File: src/hw/cpu_cfg.svh
/* Datapath widths, instruction opcodes, ALU operation codes and branch
   condition codes for the shared-bus CPU */
`ifndef CPU_CFG_SVH
`define CPU_CFG_SVH

// Datapath widths
`define WORD_W  32
`define ADDR_W  32
`define REG_N   16
`define REG_W   4
`define OP_W    5
`define CONST_W 19

// Opcodes in bits 31..27
`define OP_LD   5'd0
`define OP_LDI  5'd1
`define OP_ST   5'd2
`define OP_ADD  5'd3
`define OP_SUB  5'd4
`define OP_AND  5'd5
`define OP_OR   5'd6
`define OP_SHR  5'd7
`define OP_SHL  5'd9
`define OP_ADDI 5'd12
`define OP_ANDI 5'd13
`define OP_ORI  5'd14
`define OP_BR   5'd19
`define OP_JR   5'd20
`define OP_JAL  5'd21
`define OP_IN   5'd22
`define OP_OUT  5'd23

// ALU operations
`define ALU_W   3
`define ALU_NOP 3'd0
`define ALU_ADD 3'd1
`define ALU_SUB 3'd2
`define ALU_AND 3'd3
`define ALU_OR  3'd4
`define ALU_SHL 3'd5
`define ALU_SHR 3'd6

// Branch conditions, taken from the low two constant bits
`define BR_ZR 2'd0
`define BR_NZ 2'd1
`define BR_PL 2'd2
`define BR_MI 2'd3

`endif
File: src/hw/cpuPkg.sv
/* Instruction word union with its register and immediate layouts */
`default_nettype none

`include "cpu_cfg.svh"

package cpuPkg;

    // Three-register layout
    typedef struct packed {
        logic [`OP_W-1:0]                      op;
        logic [`REG_W-1:0]                     ra;
        logic [`REG_W-1:0]                     rb;
        logic [`REG_W-1:0]                     rc;
        logic [`WORD_W-`OP_W-3*`REG_W-1:0]     unused;
    } rForm_s;

    // Two registers and a signed constant
    typedef struct packed {
        logic [`OP_W-1:0]    op;
        logic [`REG_W-1:0]   ra;
        logic [`REG_W-1:0]   rb;
        logic [`CONST_W-1:0] constVal;
    } iForm_s;

    typedef union packed {
        rForm_s rForm;
        iForm_s iForm;
    } instrWord_u;

endpackage

`default_nettype wire

File: src/hw/cpuTop.sv
/* CPU top level wiring the control FSM to the datapath blocks */
`default_nettype none
`timescale 1ns/1ps

`include "cpu_cfg.svh"

module cpuTop (
    input  logic               clk,
    input  logic               reset,
    input  logic               stop,
    input  logic [`WORD_W-1:0] inPort,
    input  logic [`WORD_W-1:0] memRdData,
    output logic               run,
    output logic               memRead,
    output logic               memWrite,
    output logic [`ADDR_W-1:0] memAddr,
    output logic [`WORD_W-1:0] memWrData,
    output logic [`WORD_W-1:0] outPort
);

    cpuPkg::instrWord_u ir;

    logic [`WORD_W-1:0] bus;
    logic [`WORD_W-1:0] regValue;
    logic [`WORD_W-1:0] zValue;
    logic [`WORD_W-1:0] pcValue;
    logic [`WORD_W-1:0] cValue;
    logic [`ALU_W-1:0]  aluOp;

    // Bus sources
    logic pcOut;
    logic mdrOut;
    logic zOut;
    logic rOut;
    logic cOut;
    logic inPortOut;

    // Destinations and register selects
    logic marIn;
    logic mdrIn;
    logic outPortIn;
    logic yIn;
    logic zIn;
    logic rIn;
    logic gra;
    logic grb;
    logic grc;
    logic baOut;
    logic pcIn;
    logic incPc;
    logic irIn;
    logic conIn;

    cpuCtrl  i_cpuCtrl  (.*);
    regFile  i_regFile  (.*);
    aluUnit  i_aluUnit  (.*);
    pcIr     i_pcIr     (.*);
    busMemIo i_busMemIo (.*);

endmodule

`default_nettype wire

File: src/hw/busMemIo.sv
/* Shared bus multiplexer with MAR, MDR and the in and out port registers */
`default_nettype none
`timescale 1ns/1ps

`include "cpu_cfg.svh"

module busMemIo (
    input  logic               clk,
    input  logic               reset,
    input  logic               pcOut,
    input  logic               mdrOut,
    input  logic               zOut,
    input  logic               rOut,
    input  logic               cOut,
    input  logic               inPortOut,
    input  logic               marIn,
    input  logic               mdrIn,
    input  logic               outPortIn,
    input  logic               memRead,
    input  logic [`WORD_W-1:0] pcValue,
    input  logic [`WORD_W-1:0] regValue,
    input  logic [`WORD_W-1:0] zValue,
    input  logic [`WORD_W-1:0] cValue,
    input  logic [`WORD_W-1:0] inPort,
    input  logic [`WORD_W-1:0] memRdData,
    output logic [`WORD_W-1:0] bus,
    output logic [`WORD_W-1:0] outPort,
    output logic [`WORD_W-1:0] memWrData,
    output logic [`ADDR_W-1:0] memAddr
);

    logic [`ADDR_W-1:0] mar;
    logic [`WORD_W-1:0] mdr;
    logic [`WORD_W-1:0] inPortQ;

    // One-hot AND-OR mux, zero when nothing drives
    assign bus = ({`WORD_W{pcOut}}     & pcValue)
               | ({`WORD_W{mdrOut}}    & mdr)
               | ({`WORD_W{zOut}}      & zValue)
               | ({`WORD_W{rOut}}      & regValue)
               | ({`WORD_W{cOut}}      & cValue)
               | ({`WORD_W{inPortOut}} & inPortQ);

    assign memAddr   = mar;
    assign memWrData = mdr;

    always_ff @(posedge clk or posedge reset) begin
        if (reset) begin
            mar     <= '0;
            mdr     <= '0;
            inPortQ <= '0;
            outPort <= '0;
        end else begin
            inPortQ <= inPort;
            if (marIn) begin
                mar <= bus[`ADDR_W-1:0];
            end
            // Memory data wins during a read cycle
            if (mdrIn) begin
                mdr <= memRead ? memRdData : bus;
            end
            if (outPortIn) begin
                outPort <= bus;
            end
        end
    end

    // Only one source may drive the bus
    assert property (@(posedge clk) disable iff (reset)
        $onehot0({pcOut, mdrOut, zOut, rOut, cOut, inPortOut}))
        else $error("bus driven by more than one source");

endmodule

`default_nettype wire

File: src/hw/pcIr.sv
/* Program counter, instruction register, sign-extended constant
   and the branch condition flag */
`default_nettype none
`timescale 1ns/1ps

`include "cpu_cfg.svh"

module pcIr (
    input  logic               clk,
    input  logic               reset,
    input  logic               pcIn,
    input  logic               incPc,
    input  logic               irIn,
    input  logic               conIn,
    input  logic [`WORD_W-1:0] bus,
    output cpuPkg::instrWord_u ir,
    output logic [`WORD_W-1:0] pcValue,
    output logic [`WORD_W-1:0] cValue
);

    logic [`WORD_W-1:0] pc;
    logic               conFlag;
    logic               condMet;
    logic               isBranch;

    assign pcValue  = pc;
    assign isBranch = (ir.iForm.op == `OP_BR);
    assign cValue   = {{(`WORD_W-`CONST_W){ir.iForm.constVal[`CONST_W-1]}}, ir.iForm.constVal};

    // Condition test against the register on the bus
    always_comb begin
        case (ir.iForm.constVal[1:0])
            `BR_ZR: condMet = (bus == '0);
            `BR_NZ: condMet = (bus != '0);
            `BR_PL: condMet = !bus[`WORD_W-1];
            `BR_MI: condMet = bus[`WORD_W-1];
        endcase
    end

    always_ff @(posedge clk or posedge reset) begin
        if (reset) begin
            pc      <= '0;
            ir      <= '0;
            conFlag <= 1'b0;
        end else begin
            // Branches only load when the latched condition held
            if (pcIn && (conFlag || !isBranch)) begin
                pc <= bus;
            end else if (incPc) begin
                pc <= pc + 1'b1;
            end
            if (irIn) begin
                ir <= bus;
            end
            if (conIn) begin
                conFlag <= condMet;
            end
        end
    end

endmodule

`default_nettype wire

File: src/hw/aluUnit.sv
/* Y operand register, ALU operations and Z result register */
`default_nettype none
`timescale 1ns/1ps

`include "cpu_cfg.svh"

module aluUnit (
    input  logic               clk,
    input  logic               reset,
    input  logic               yIn,
    input  logic               zIn,
    input  logic [`ALU_W-1:0]  aluOp,
    input  logic [`WORD_W-1:0] bus,
    output logic [`WORD_W-1:0] zValue
);

    localparam int SH_W = $clog2(`WORD_W);

    logic [`WORD_W-1:0] y;
    logic [`WORD_W-1:0] z;
    logic [`WORD_W-1:0] result;
    logic [SH_W-1:0]    shamt;

    // Shift count from the low bus bits
    assign shamt  = bus[SH_W-1:0];
    assign zValue = z;

    // Y is the left operand, the bus the right one
    always_comb begin
        case (aluOp)
            `ALU_ADD: result = y + bus;
            `ALU_SUB: result = y - bus;
            `ALU_AND: result = y & bus;
            `ALU_OR:  result = y | bus;
            `ALU_SHL: result = y << shamt;
            `ALU_SHR: result = y >> shamt;
            default:  result = bus;
        endcase
    end

    always_ff @(posedge clk or posedge reset) begin
        if (reset) begin
            y <= '0;
            z <= '0;
        end else begin
            if (yIn) begin
                y <= bus;
            end
            if (zIn) begin
                z <= result;
            end
        end
    end

endmodule

`default_nettype wire

File: src/hw/regFile.sv
/* Sixteen general registers with select-and-encode from the IR fields */
`default_nettype none
`timescale 1ns/1ps

`include "cpu_cfg.svh"

module regFile (
    input  logic               clk,
    input  logic               reset,
    input  logic               rIn,
    input  logic               gra,
    input  logic               grb,
    input  logic               grc,
    input  logic               baOut,
    input  cpuPkg::instrWord_u ir,
    input  logic [`WORD_W-1:0] bus,
    output logic [`WORD_W-1:0] regValue
);

    logic [`WORD_W-1:0] regs [`REG_N];
    logic [`REG_W-1:0]  sel;

    // Select and encode
    always_comb begin
        if (gra) begin
            sel = ir.rForm.ra;
        end else if (grb) begin
            sel = ir.rForm.rb;
        end else if (grc) begin
            sel = ir.rForm.rc;
        end else begin
            sel = '0;
        end
    end

    // Base address mode treats r0 as zero
    assign regValue = (baOut && sel == '0) ? '0 : regs[sel];

    always_ff @(posedge clk or posedge reset) begin
        if (reset) begin
            for (int i = 0; i < `REG_N; i++) begin
                regs[i] <= '0;
            end
        end else if (rIn) begin
            regs[sel] <= bus;
        end
    end

    // FSM raises at most one field select per step
    assert property (@(posedge clk) disable iff (reset) $onehot0({gra, grb, grc}))
        else $error("more than one register field selected");

endmodule

`default_nettype wire

File: src/hw/cpuCtrl.sv
/* Control FSM sequencing fetch and execute, one state per clock,
   driving every bus and register strobe */
`default_nettype none
`timescale 1ns/1ps

`include "cpu_cfg.svh"

module cpuCtrl (
    input  logic               clk,
    input  logic               reset,
    input  logic               stop,
    input  cpuPkg::instrWord_u ir,
    output logic               run,
    output logic               pcOut,
    output logic               mdrOut,
    output logic               zOut,
    output logic               rOut,
    output logic               cOut,
    output logic               inPortOut,
    output logic               marIn,
    output logic               mdrIn,
    output logic               outPortIn,
    output logic               memRead,
    output logic               memWrite,
    output logic               yIn,
    output logic               zIn,
    output logic               rIn,
    output logic               gra,
    output logic               grb,
    output logic               grc,
    output logic               baOut,
    output logic               pcIn,
    output logic               incPc,
    output logic               irIn,
    output logic               conIn,
    output logic [`ALU_W-1:0]  aluOp
);

    localparam logic [2:0] FETCH0 = 3'd0;
    localparam logic [2:0] FETCH1 = 3'd1;
    localparam logic [2:0] FETCH2 = 3'd2;
    localparam logic [2:0] EXEC1  = 3'd3;
    localparam logic [2:0] EXEC2  = 3'd4;
    localparam logic [2:0] EXEC3  = 3'd5;
    localparam logic [2:0] EXEC4  = 3'd6;
    localparam logic [2:0] EXEC5  = 3'd7;

    logic [2:0]        state;
    logic [2:0]        nextState;
    logic [`OP_W-1:0]  opcode;
    logic [`ALU_W-1:0] opAlu;

    assign opcode = ir.rForm.op;
    assign run    = !(reset || stop);

    // Address math for memory and branch always adds
    always_comb begin
        case (opcode)
            `OP_ADD, `OP_ADDI, `OP_LD, `OP_LDI, `OP_ST, `OP_BR: opAlu = `ALU_ADD;
            `OP_SUB:           opAlu = `ALU_SUB;
            `OP_AND, `OP_ANDI: opAlu = `ALU_AND;
            `OP_OR, `OP_ORI:   opAlu = `ALU_OR;
            `OP_SHL:           opAlu = `ALU_SHL;
            `OP_SHR:           opAlu = `ALU_SHR;
            default:           opAlu = `ALU_NOP;
        endcase
    end

    always_ff @(posedge clk or posedge reset) begin
        if (reset) begin
            state <= FETCH0;
        end else begin
            state <= nextState;
        end
    end

    // Execute steps are decoded from the IR loaded at the end of fetch2
    always_comb begin
        nextState = state;
        pcOut     = 1'b0;
        mdrOut    = 1'b0;
        zOut      = 1'b0;
        rOut      = 1'b0;
        cOut      = 1'b0;
        inPortOut = 1'b0;
        marIn     = 1'b0;
        mdrIn     = 1'b0;
        outPortIn = 1'b0;
        memRead   = 1'b0;
        memWrite  = 1'b0;
        yIn       = 1'b0;
        zIn       = 1'b0;
        rIn       = 1'b0;
        gra       = 1'b0;
        grb       = 1'b0;
        grc       = 1'b0;
        baOut     = 1'b0;
        pcIn      = 1'b0;
        incPc     = 1'b0;
        irIn      = 1'b0;
        conIn     = 1'b0;
        aluOp     = `ALU_NOP;
        // Stop freezes the state with all strobes low
        if (!stop) begin
            case (state)
                FETCH0: begin
                    pcOut     = 1'b1;
                    marIn     = 1'b1;
                    incPc     = 1'b1;
                    nextState = FETCH1;
                end
                FETCH1: begin
                    memRead   = 1'b1;
                    mdrIn     = 1'b1;
                    nextState = FETCH2;
                end
                FETCH2: begin
                    mdrOut    = 1'b1;
                    irIn      = 1'b1;
                    nextState = EXEC1;
                end
                EXEC1: begin
                    nextState = EXEC2;
                    case (opcode)
                        `OP_ADD, `OP_SUB, `OP_AND, `OP_OR, `OP_SHL, `OP_SHR,
                        `OP_ADDI, `OP_ANDI, `OP_ORI: begin
                            grb  = 1'b1;
                            rOut = 1'b1;
                            yIn  = 1'b1;
                        end
                        `OP_LD, `OP_LDI, `OP_ST: begin
                            grb   = 1'b1;
                            rOut  = 1'b1;
                            baOut = 1'b1;
                            yIn   = 1'b1;
                        end
                        `OP_BR: begin
                            gra   = 1'b1;
                            rOut  = 1'b1;
                            conIn = 1'b1;
                        end
                        `OP_JAL: begin
                            pcOut = 1'b1;
                            gra   = 1'b1;
                            rIn   = 1'b1;
                        end
                        `OP_JR: begin
                            gra       = 1'b1;
                            rOut      = 1'b1;
                            pcIn      = 1'b1;
                            nextState = FETCH0;
                        end
                        `OP_IN: begin
                            inPortOut = 1'b1;
                            gra       = 1'b1;
                            rIn       = 1'b1;
                            nextState = FETCH0;
                        end
                        `OP_OUT: begin
                            gra       = 1'b1;
                            rOut      = 1'b1;
                            outPortIn = 1'b1;
                            nextState = FETCH0;
                        end
                        default: begin
                            // Unknown opcode, this step already fetches the next word
                            pcOut     = 1'b1;
                            marIn     = 1'b1;
                            incPc     = 1'b1;
                            nextState = FETCH1;
                        end
                    endcase
                end
                EXEC2: begin
                    nextState = EXEC3;
                    case (opcode)
                        `OP_ADD, `OP_SUB, `OP_AND, `OP_OR, `OP_SHL, `OP_SHR: begin
                            grc   = 1'b1;
                            rOut  = 1'b1;
                            zIn   = 1'b1;
                            aluOp = opAlu;
                        end
                        `OP_ADDI, `OP_ANDI, `OP_ORI, `OP_LD, `OP_LDI, `OP_ST: begin
                            cOut  = 1'b1;
                            zIn   = 1'b1;
                            aluOp = opAlu;
                        end
                        `OP_BR: begin
                            pcOut = 1'b1;
                            yIn   = 1'b1;
                        end
                        `OP_JAL: begin
                            grb       = 1'b1;
                            rOut      = 1'b1;
                            pcIn      = 1'b1;
                            nextState = FETCH0;
                        end
                        default: nextState = FETCH0;
                    endcase
                end
                EXEC3: begin
                    nextState = FETCH0;
                    case (opcode)
                        `OP_ADD, `OP_SUB, `OP_AND, `OP_OR, `OP_SHL, `OP_SHR,
                        `OP_ADDI, `OP_ANDI, `OP_ORI, `OP_LDI: begin
                            zOut = 1'b1;
                            gra  = 1'b1;
                            rIn  = 1'b1;
                        end
                        `OP_LD, `OP_ST: begin
                            zOut      = 1'b1;
                            marIn     = 1'b1;
                            nextState = EXEC4;
                        end
                        `OP_BR: begin
                            cOut      = 1'b1;
                            zIn       = 1'b1;
                            aluOp     = opAlu;
                            nextState = EXEC4;
                        end
                        default: ;
                    endcase
                end
                EXEC4: begin
                    nextState = FETCH0;
                    case (opcode)
                        `OP_LD: begin
                            memRead   = 1'b1;
                            mdrIn     = 1'b1;
                            nextState = EXEC5;
                        end
                        `OP_ST: begin
                            gra       = 1'b1;
                            rOut      = 1'b1;
                            mdrIn     = 1'b1;
                            nextState = EXEC5;
                        end
                        // Target only lands if the condition flag is set
                        `OP_BR: begin
                            zOut = 1'b1;
                            pcIn = 1'b1;
                        end
                        default: ;
                    endcase
                end
                EXEC5: begin
                    nextState = FETCH0;
                    if (opcode == `OP_LD) begin
                        mdrOut = 1'b1;
                        gra    = 1'b1;
                        rIn    = 1'b1;
                    end else if (opcode == `OP_ST) begin
                        memWrite = 1'b1;
                    end
                end
            endcase
        end
    end

    // Memory is never read and written in the same cycle
    assert property (@(posedge clk) disable iff (reset) !(memRead && memWrite))
        else $error("memRead and memWrite high together");

endmodule

`default_nettype wire

File: config.mk
export PLATFORM = sky130hd
export DESIGN_NAME = cpuTop
export DESIGN_NICKNAME = d
export VERILOG_FILES = /design/src/hw/cpuPkg.sv /design/src/hw/cpuTop.sv /design/src/hw/busMemIo.sv /design/src/hw/pcIr.sv /design/src/hw/aluUnit.sv /design/src/hw/regFile.sv /design/src/hw/cpuCtrl.sv
export VERILOG_INCLUDE_DIRS = /design/src /design/src/hw
export SDC_FILE = /design/constraint.sdc
export NUM_CORES = 2
export LEC_CHECK = 0
export BUFFER_PORTS_ARGS = -buffer_cell sky130_fd_sc_hd__clkbuf_2
export CORE_MARGIN = 2
export CORE_UTILIZATION = 60
export DETAILED_ROUTE_END_ITERATION = 8
export MAX_ROUTING_LAYER = met4
export PLACE_DENSITY = 0.86
export SLEW_MARGIN = 15
export SYNTH_ARGS = -nofsm -noshare
export SYNTH_HDL_FRONTEND = slang
export SYNTH_SLANG_ARGS = --single-unit
File: constraint.sdc
create_clock -name clk -period 34 [get_ports clk]
set_clock_uncertainty 0.2 [all_clocks]
set_input_delay 3.4 -clock clk [delete_from_list [all_inputs] [get_ports clk]]
set_output_delay 3.4 -clock clk [all_outputs]
set_load 0.005 [all_outputs]
==> qor.yml <==
synthesis:
  async_flop_share_pct: 100
  synth.area.mux_share_pct: 5.47
  synth_area_leaders: "dfrtp_1, nand2_1, o21ai_0"
  synth_top_family_by_area: "compound AO/OA/AOI/OAI gates"
  yosys.area_share.simple_pct: 16.9
  netlist_area_mm2: 0.0412
  yosysTopAreaCell: "dfrtp_1"
  synthCells: 4757
  avgSynthCellArea_um2: 8.66
  synth_xor_area_share_pct: 1.89
  synth_compound_area_share_pct: 23.0
  synth-edff-count: 0
  synth.distinct_cells: 99
  synth_fa_ha_area_share_pct: 1.14
  synth_warnings: 0
  yosysSeqAreaShare_pct: 46.9
  ys.flop_type: "dfrtp_1"
  synth_top_cell_area_share_pct: 46.9
  synth_seq_cells: 772
  syn_nets: 4861
critical_path:
  crit_path_end_kind: "flip-flop"
  crit_path_top_delay_cell: "buf_4"
  path_class: "input pin to flip-flop"
  crit_fanout: 83
  worstPathRequired_ns: 34.38
  crit_path_start_kind: "input pin"
  cp_common_cell: "buf_4"
  slowest_delay_ns: 0.95
  arrival_ns: 13.41
flow_run:
  cap_violations: 0
power:
  p_leak_nw: 19.7
  p_sw_share_pct: 45.4
  p_per_area_mw_per_mm2: 94.1
  seq_power_share_pct: 28.4
  combinationalPowerShare_pct: 49.0
  power_frac_clock_pct: 22.6
  internal_power_mw: 2.33
  ir_drop_uv: 50.5
  switchingPower_mw: 1.94
floorplanning:
  start_util_pct: 60.4
  die_w_um: 266
  io_pins: 166
  fp.dieArea_mm2: 0.0708
  die_h_um: 266
  num_rows: 96
  core_area_mm2: 0.0682
finish:
  syn2layout_area_growth_pct: 10.3
  design_area_mm2: 0.0454
  fillerInstances: 5317
  layout.nets: 4796
  regArea_mm2: 0.0193
  drive_gt1_share_pct: 11.4
  multiInputGateArea_mm2: 0.0203
clock_network:
  cts_tree: "yes"
  cts_setup_buffers: 0
  cts_buffer_depth: 3
  h-tree-depth: 3
  cts.sinks: 772
  ctsHoldBuffers: 0
  insertion_delay_ns: 0.67
  cts_buffers: 82
  path_clk_slew_ns: 0.06
  root_buffer: "clkbuf_16"
  cts_resized: 0
sta:
  period_needed_ns: 13.02
  setup_tns_ns: 0
  holdWs_ns: 0.273
  period_share_pct: 38.3
  slew-limit-headroom_pct: 16.8
  hold_viol: 0
  max_freq_ghz: 0.0768
  rsz0062_at_grt: "false"
  tightest_slew_ns: 1.24
  maxSlewViolCount: 0
  setup_viol: 0
detailed_routing:
  post_drt_wl_per_cell_um: 27.4
  routed_wirelength_mm: 154
  firstDrtPassIters: 7
  ant_nets: 0
  drt_iter0_markers: 5922
  vias: 38800
  drc: 0
  avgViaCountPerCell: 6.87
grt:
  grt_max_degree: 211
  grt_overflow: 0
  grt_pass1_vias: 36600
  grt_usage_pct: 44.6
  grt_pass1_wl_mm: 230
  grt_antenna_before_repair: 9
worst_hold_path:
  hold_path_class: "flip-flop to flip-flop"
place:
  gp_congestion: 1.10
  io_buffers: 165
  dp_hpwl_mm: 103
  placed_cell_area_mm2: 0.0425
run_status:
  status: "finished, final reports clean"
-- kinds of logic (layout without fill, tap and decap cells) --
kind of cell	after synthesis	after routing
AO/OA/AOI/OAI	1545	1545
buffers and inverters	446	446
multiplexers	221	221
other	0	5
flip-flops	772	772
adder cells (fa/ha/maj)	37	37
XOR/XNOR	89	89
AND/OR/NAND/NOR	1647	1647
-- final timing paths --
| kind | startpoint | endpoint | slack, ns | cells after the start |
|---|---|---|---|---|
| max in group asynchronous | reset | i_busMemIo.memWrData[15] | 28.33 | 4 |
| worst max-delay path | stop | i_aluUnit.zValue[28] | 20.98 | 34 |
| worst min register to register | i_regFile.regs[450] | i_regFile.regs[450] | 0.27 | 2 |
| worst min-delay path | i_regFile.regs[450] | i_regFile.regs[450] | 0.27 | 2 |
| worst max register to register | i_pcIr.ir[30] | i_aluUnit.zValue[28] | 23.12 | 33 |
| min in group asynchronous | reset | i_aluUnit.zValue[1] | 2.77 | 2 |
-- cell usage after synthesis (24+ instances only) --
| library cell | n |
|---|---|
| dfrtp_1 | 772 |
| mux2_2 | 30 |
| o21ai_0 | 624 |
| a221oi_1 | 35 |
| nand3_1 | 127 |
| buf_2 | 56 |
| a31oi_1 | 39 |
| nor2_1 | 371 |
| xnor2_1 | 53 |
| buf_4 | 24 |
| nor3_1 | 39 |
| nand2_1 | 904 |
| ha_1 | 36 |
| a21oi_1 | 371 |
| o211ai_1 | 35 |
| xor2_1 | 36 |
| o22ai_1 | 28 |
| nand2b_1 | 27 |
| mux2i_1 | 190 |
| a22oi_1 | 56 |
| clkbuf_1 | 327 |
| a211oi_1 | 58 |
| and3_1 | 80 |
-- cell type report --
cell class,instances,area share (%)
antenna,5,0.0276
tap,882,2.43
timing repair buffer,279,3.78
clock inverter,41,1.26
inverter,18,0.171
multi-input combinational,3539,44.7
sequential,772,42.5
clock buffer,108,5.14
-- cells in the final DEF (no fill, tap or decap), types with 22 or more instances in the layout --
| cell | count |
|---|---|
| buf_4 | 111 |
| a221oi_1 | 35 |
| nand2_1 | 891 |
| a21oi_1 | 370 |
| and3_1 | 80 |
| a211oi_1 | 58 |
| dfrtp_1 | 772 |
| a311oi_1 | 22 |
| nor3_1 | 32 |
| o211ai_1 | 35 |
| o21ai_0 | 622 |
| nor2_1 | 364 |
| xnor2_1 | 53 |
| o22ai_1 | 28 |
| clkbuf_2 | 165 |
| xor2_1 | 36 |
| a22oi_1 | 56 |
| nand2b_1 | 27 |
| ha_1 | 36 |
| clkbuf_16 | 84 |
| a31oi_1 | 34 |
| mux2_2 | 30 |
| mux2i_1 | 190 |
| nand3_1 | 126 |
-- power groups by stage --
stage,sequential (mW),clock (mW),combinational [mW]
2_1_floorplan,1.13,0,1.44
3_3_place_gp,1.22,0,2.01
3_5_place_dp,1.22,0,2.00
4_1_cts,1.20,0.967,2.02
5_1_grt,1.22,1.01,2.23
6_report,1.21,0.966,2.09
-- worst max-delay path: cells and delay by family --
family	cells	cell delay, ns
multiplexers	1	0.32
buffers and inverters	5	2.73
AND/OR/NAND/NOR	11	2.72
XOR/XNOR	2	0.30
AO/OA/AOI/OAI	14	3.38
adder cells (fa/ha/maj)	1	0.33
-- sequential cells by signal, summed over array words and instances (netlist names), 32 cells and up --
signal,cells
i_busMemIo.memWrData,32
i_pcIr.pcValue,32
i_busMemIo.outPort,32
i_pcIr.ir,32
i_regFile.regs,512
i_aluUnit.y,32
i_busMemIo.inPortQ,32
i_aluUnit.zValue,32
i_busMemIo.memAddr,32
-- stage by stage --
stage	setup WS (ns)	power, mW	utilization, %	cells
after global placement	20.74	3.23	62.2	5488
final	20.98	4.27	66.6	5644
after detailed placement	20.67	3.22	62.2	5489
after floorplan	8.73	2.56	-	4757
after CTS	21.28	4.19	66.5	5638
after global routing	20.58	4.46	66.6	5644
-- layer usage --
layer / track usage [%] / wire length, µm
met2: 63.4 / 66000
met3: 13.7 / 21000
met1: 56.3 / 56500
met4: 26.5 / 11000
met5: - / 0
(Power assumes the default switching activity.)
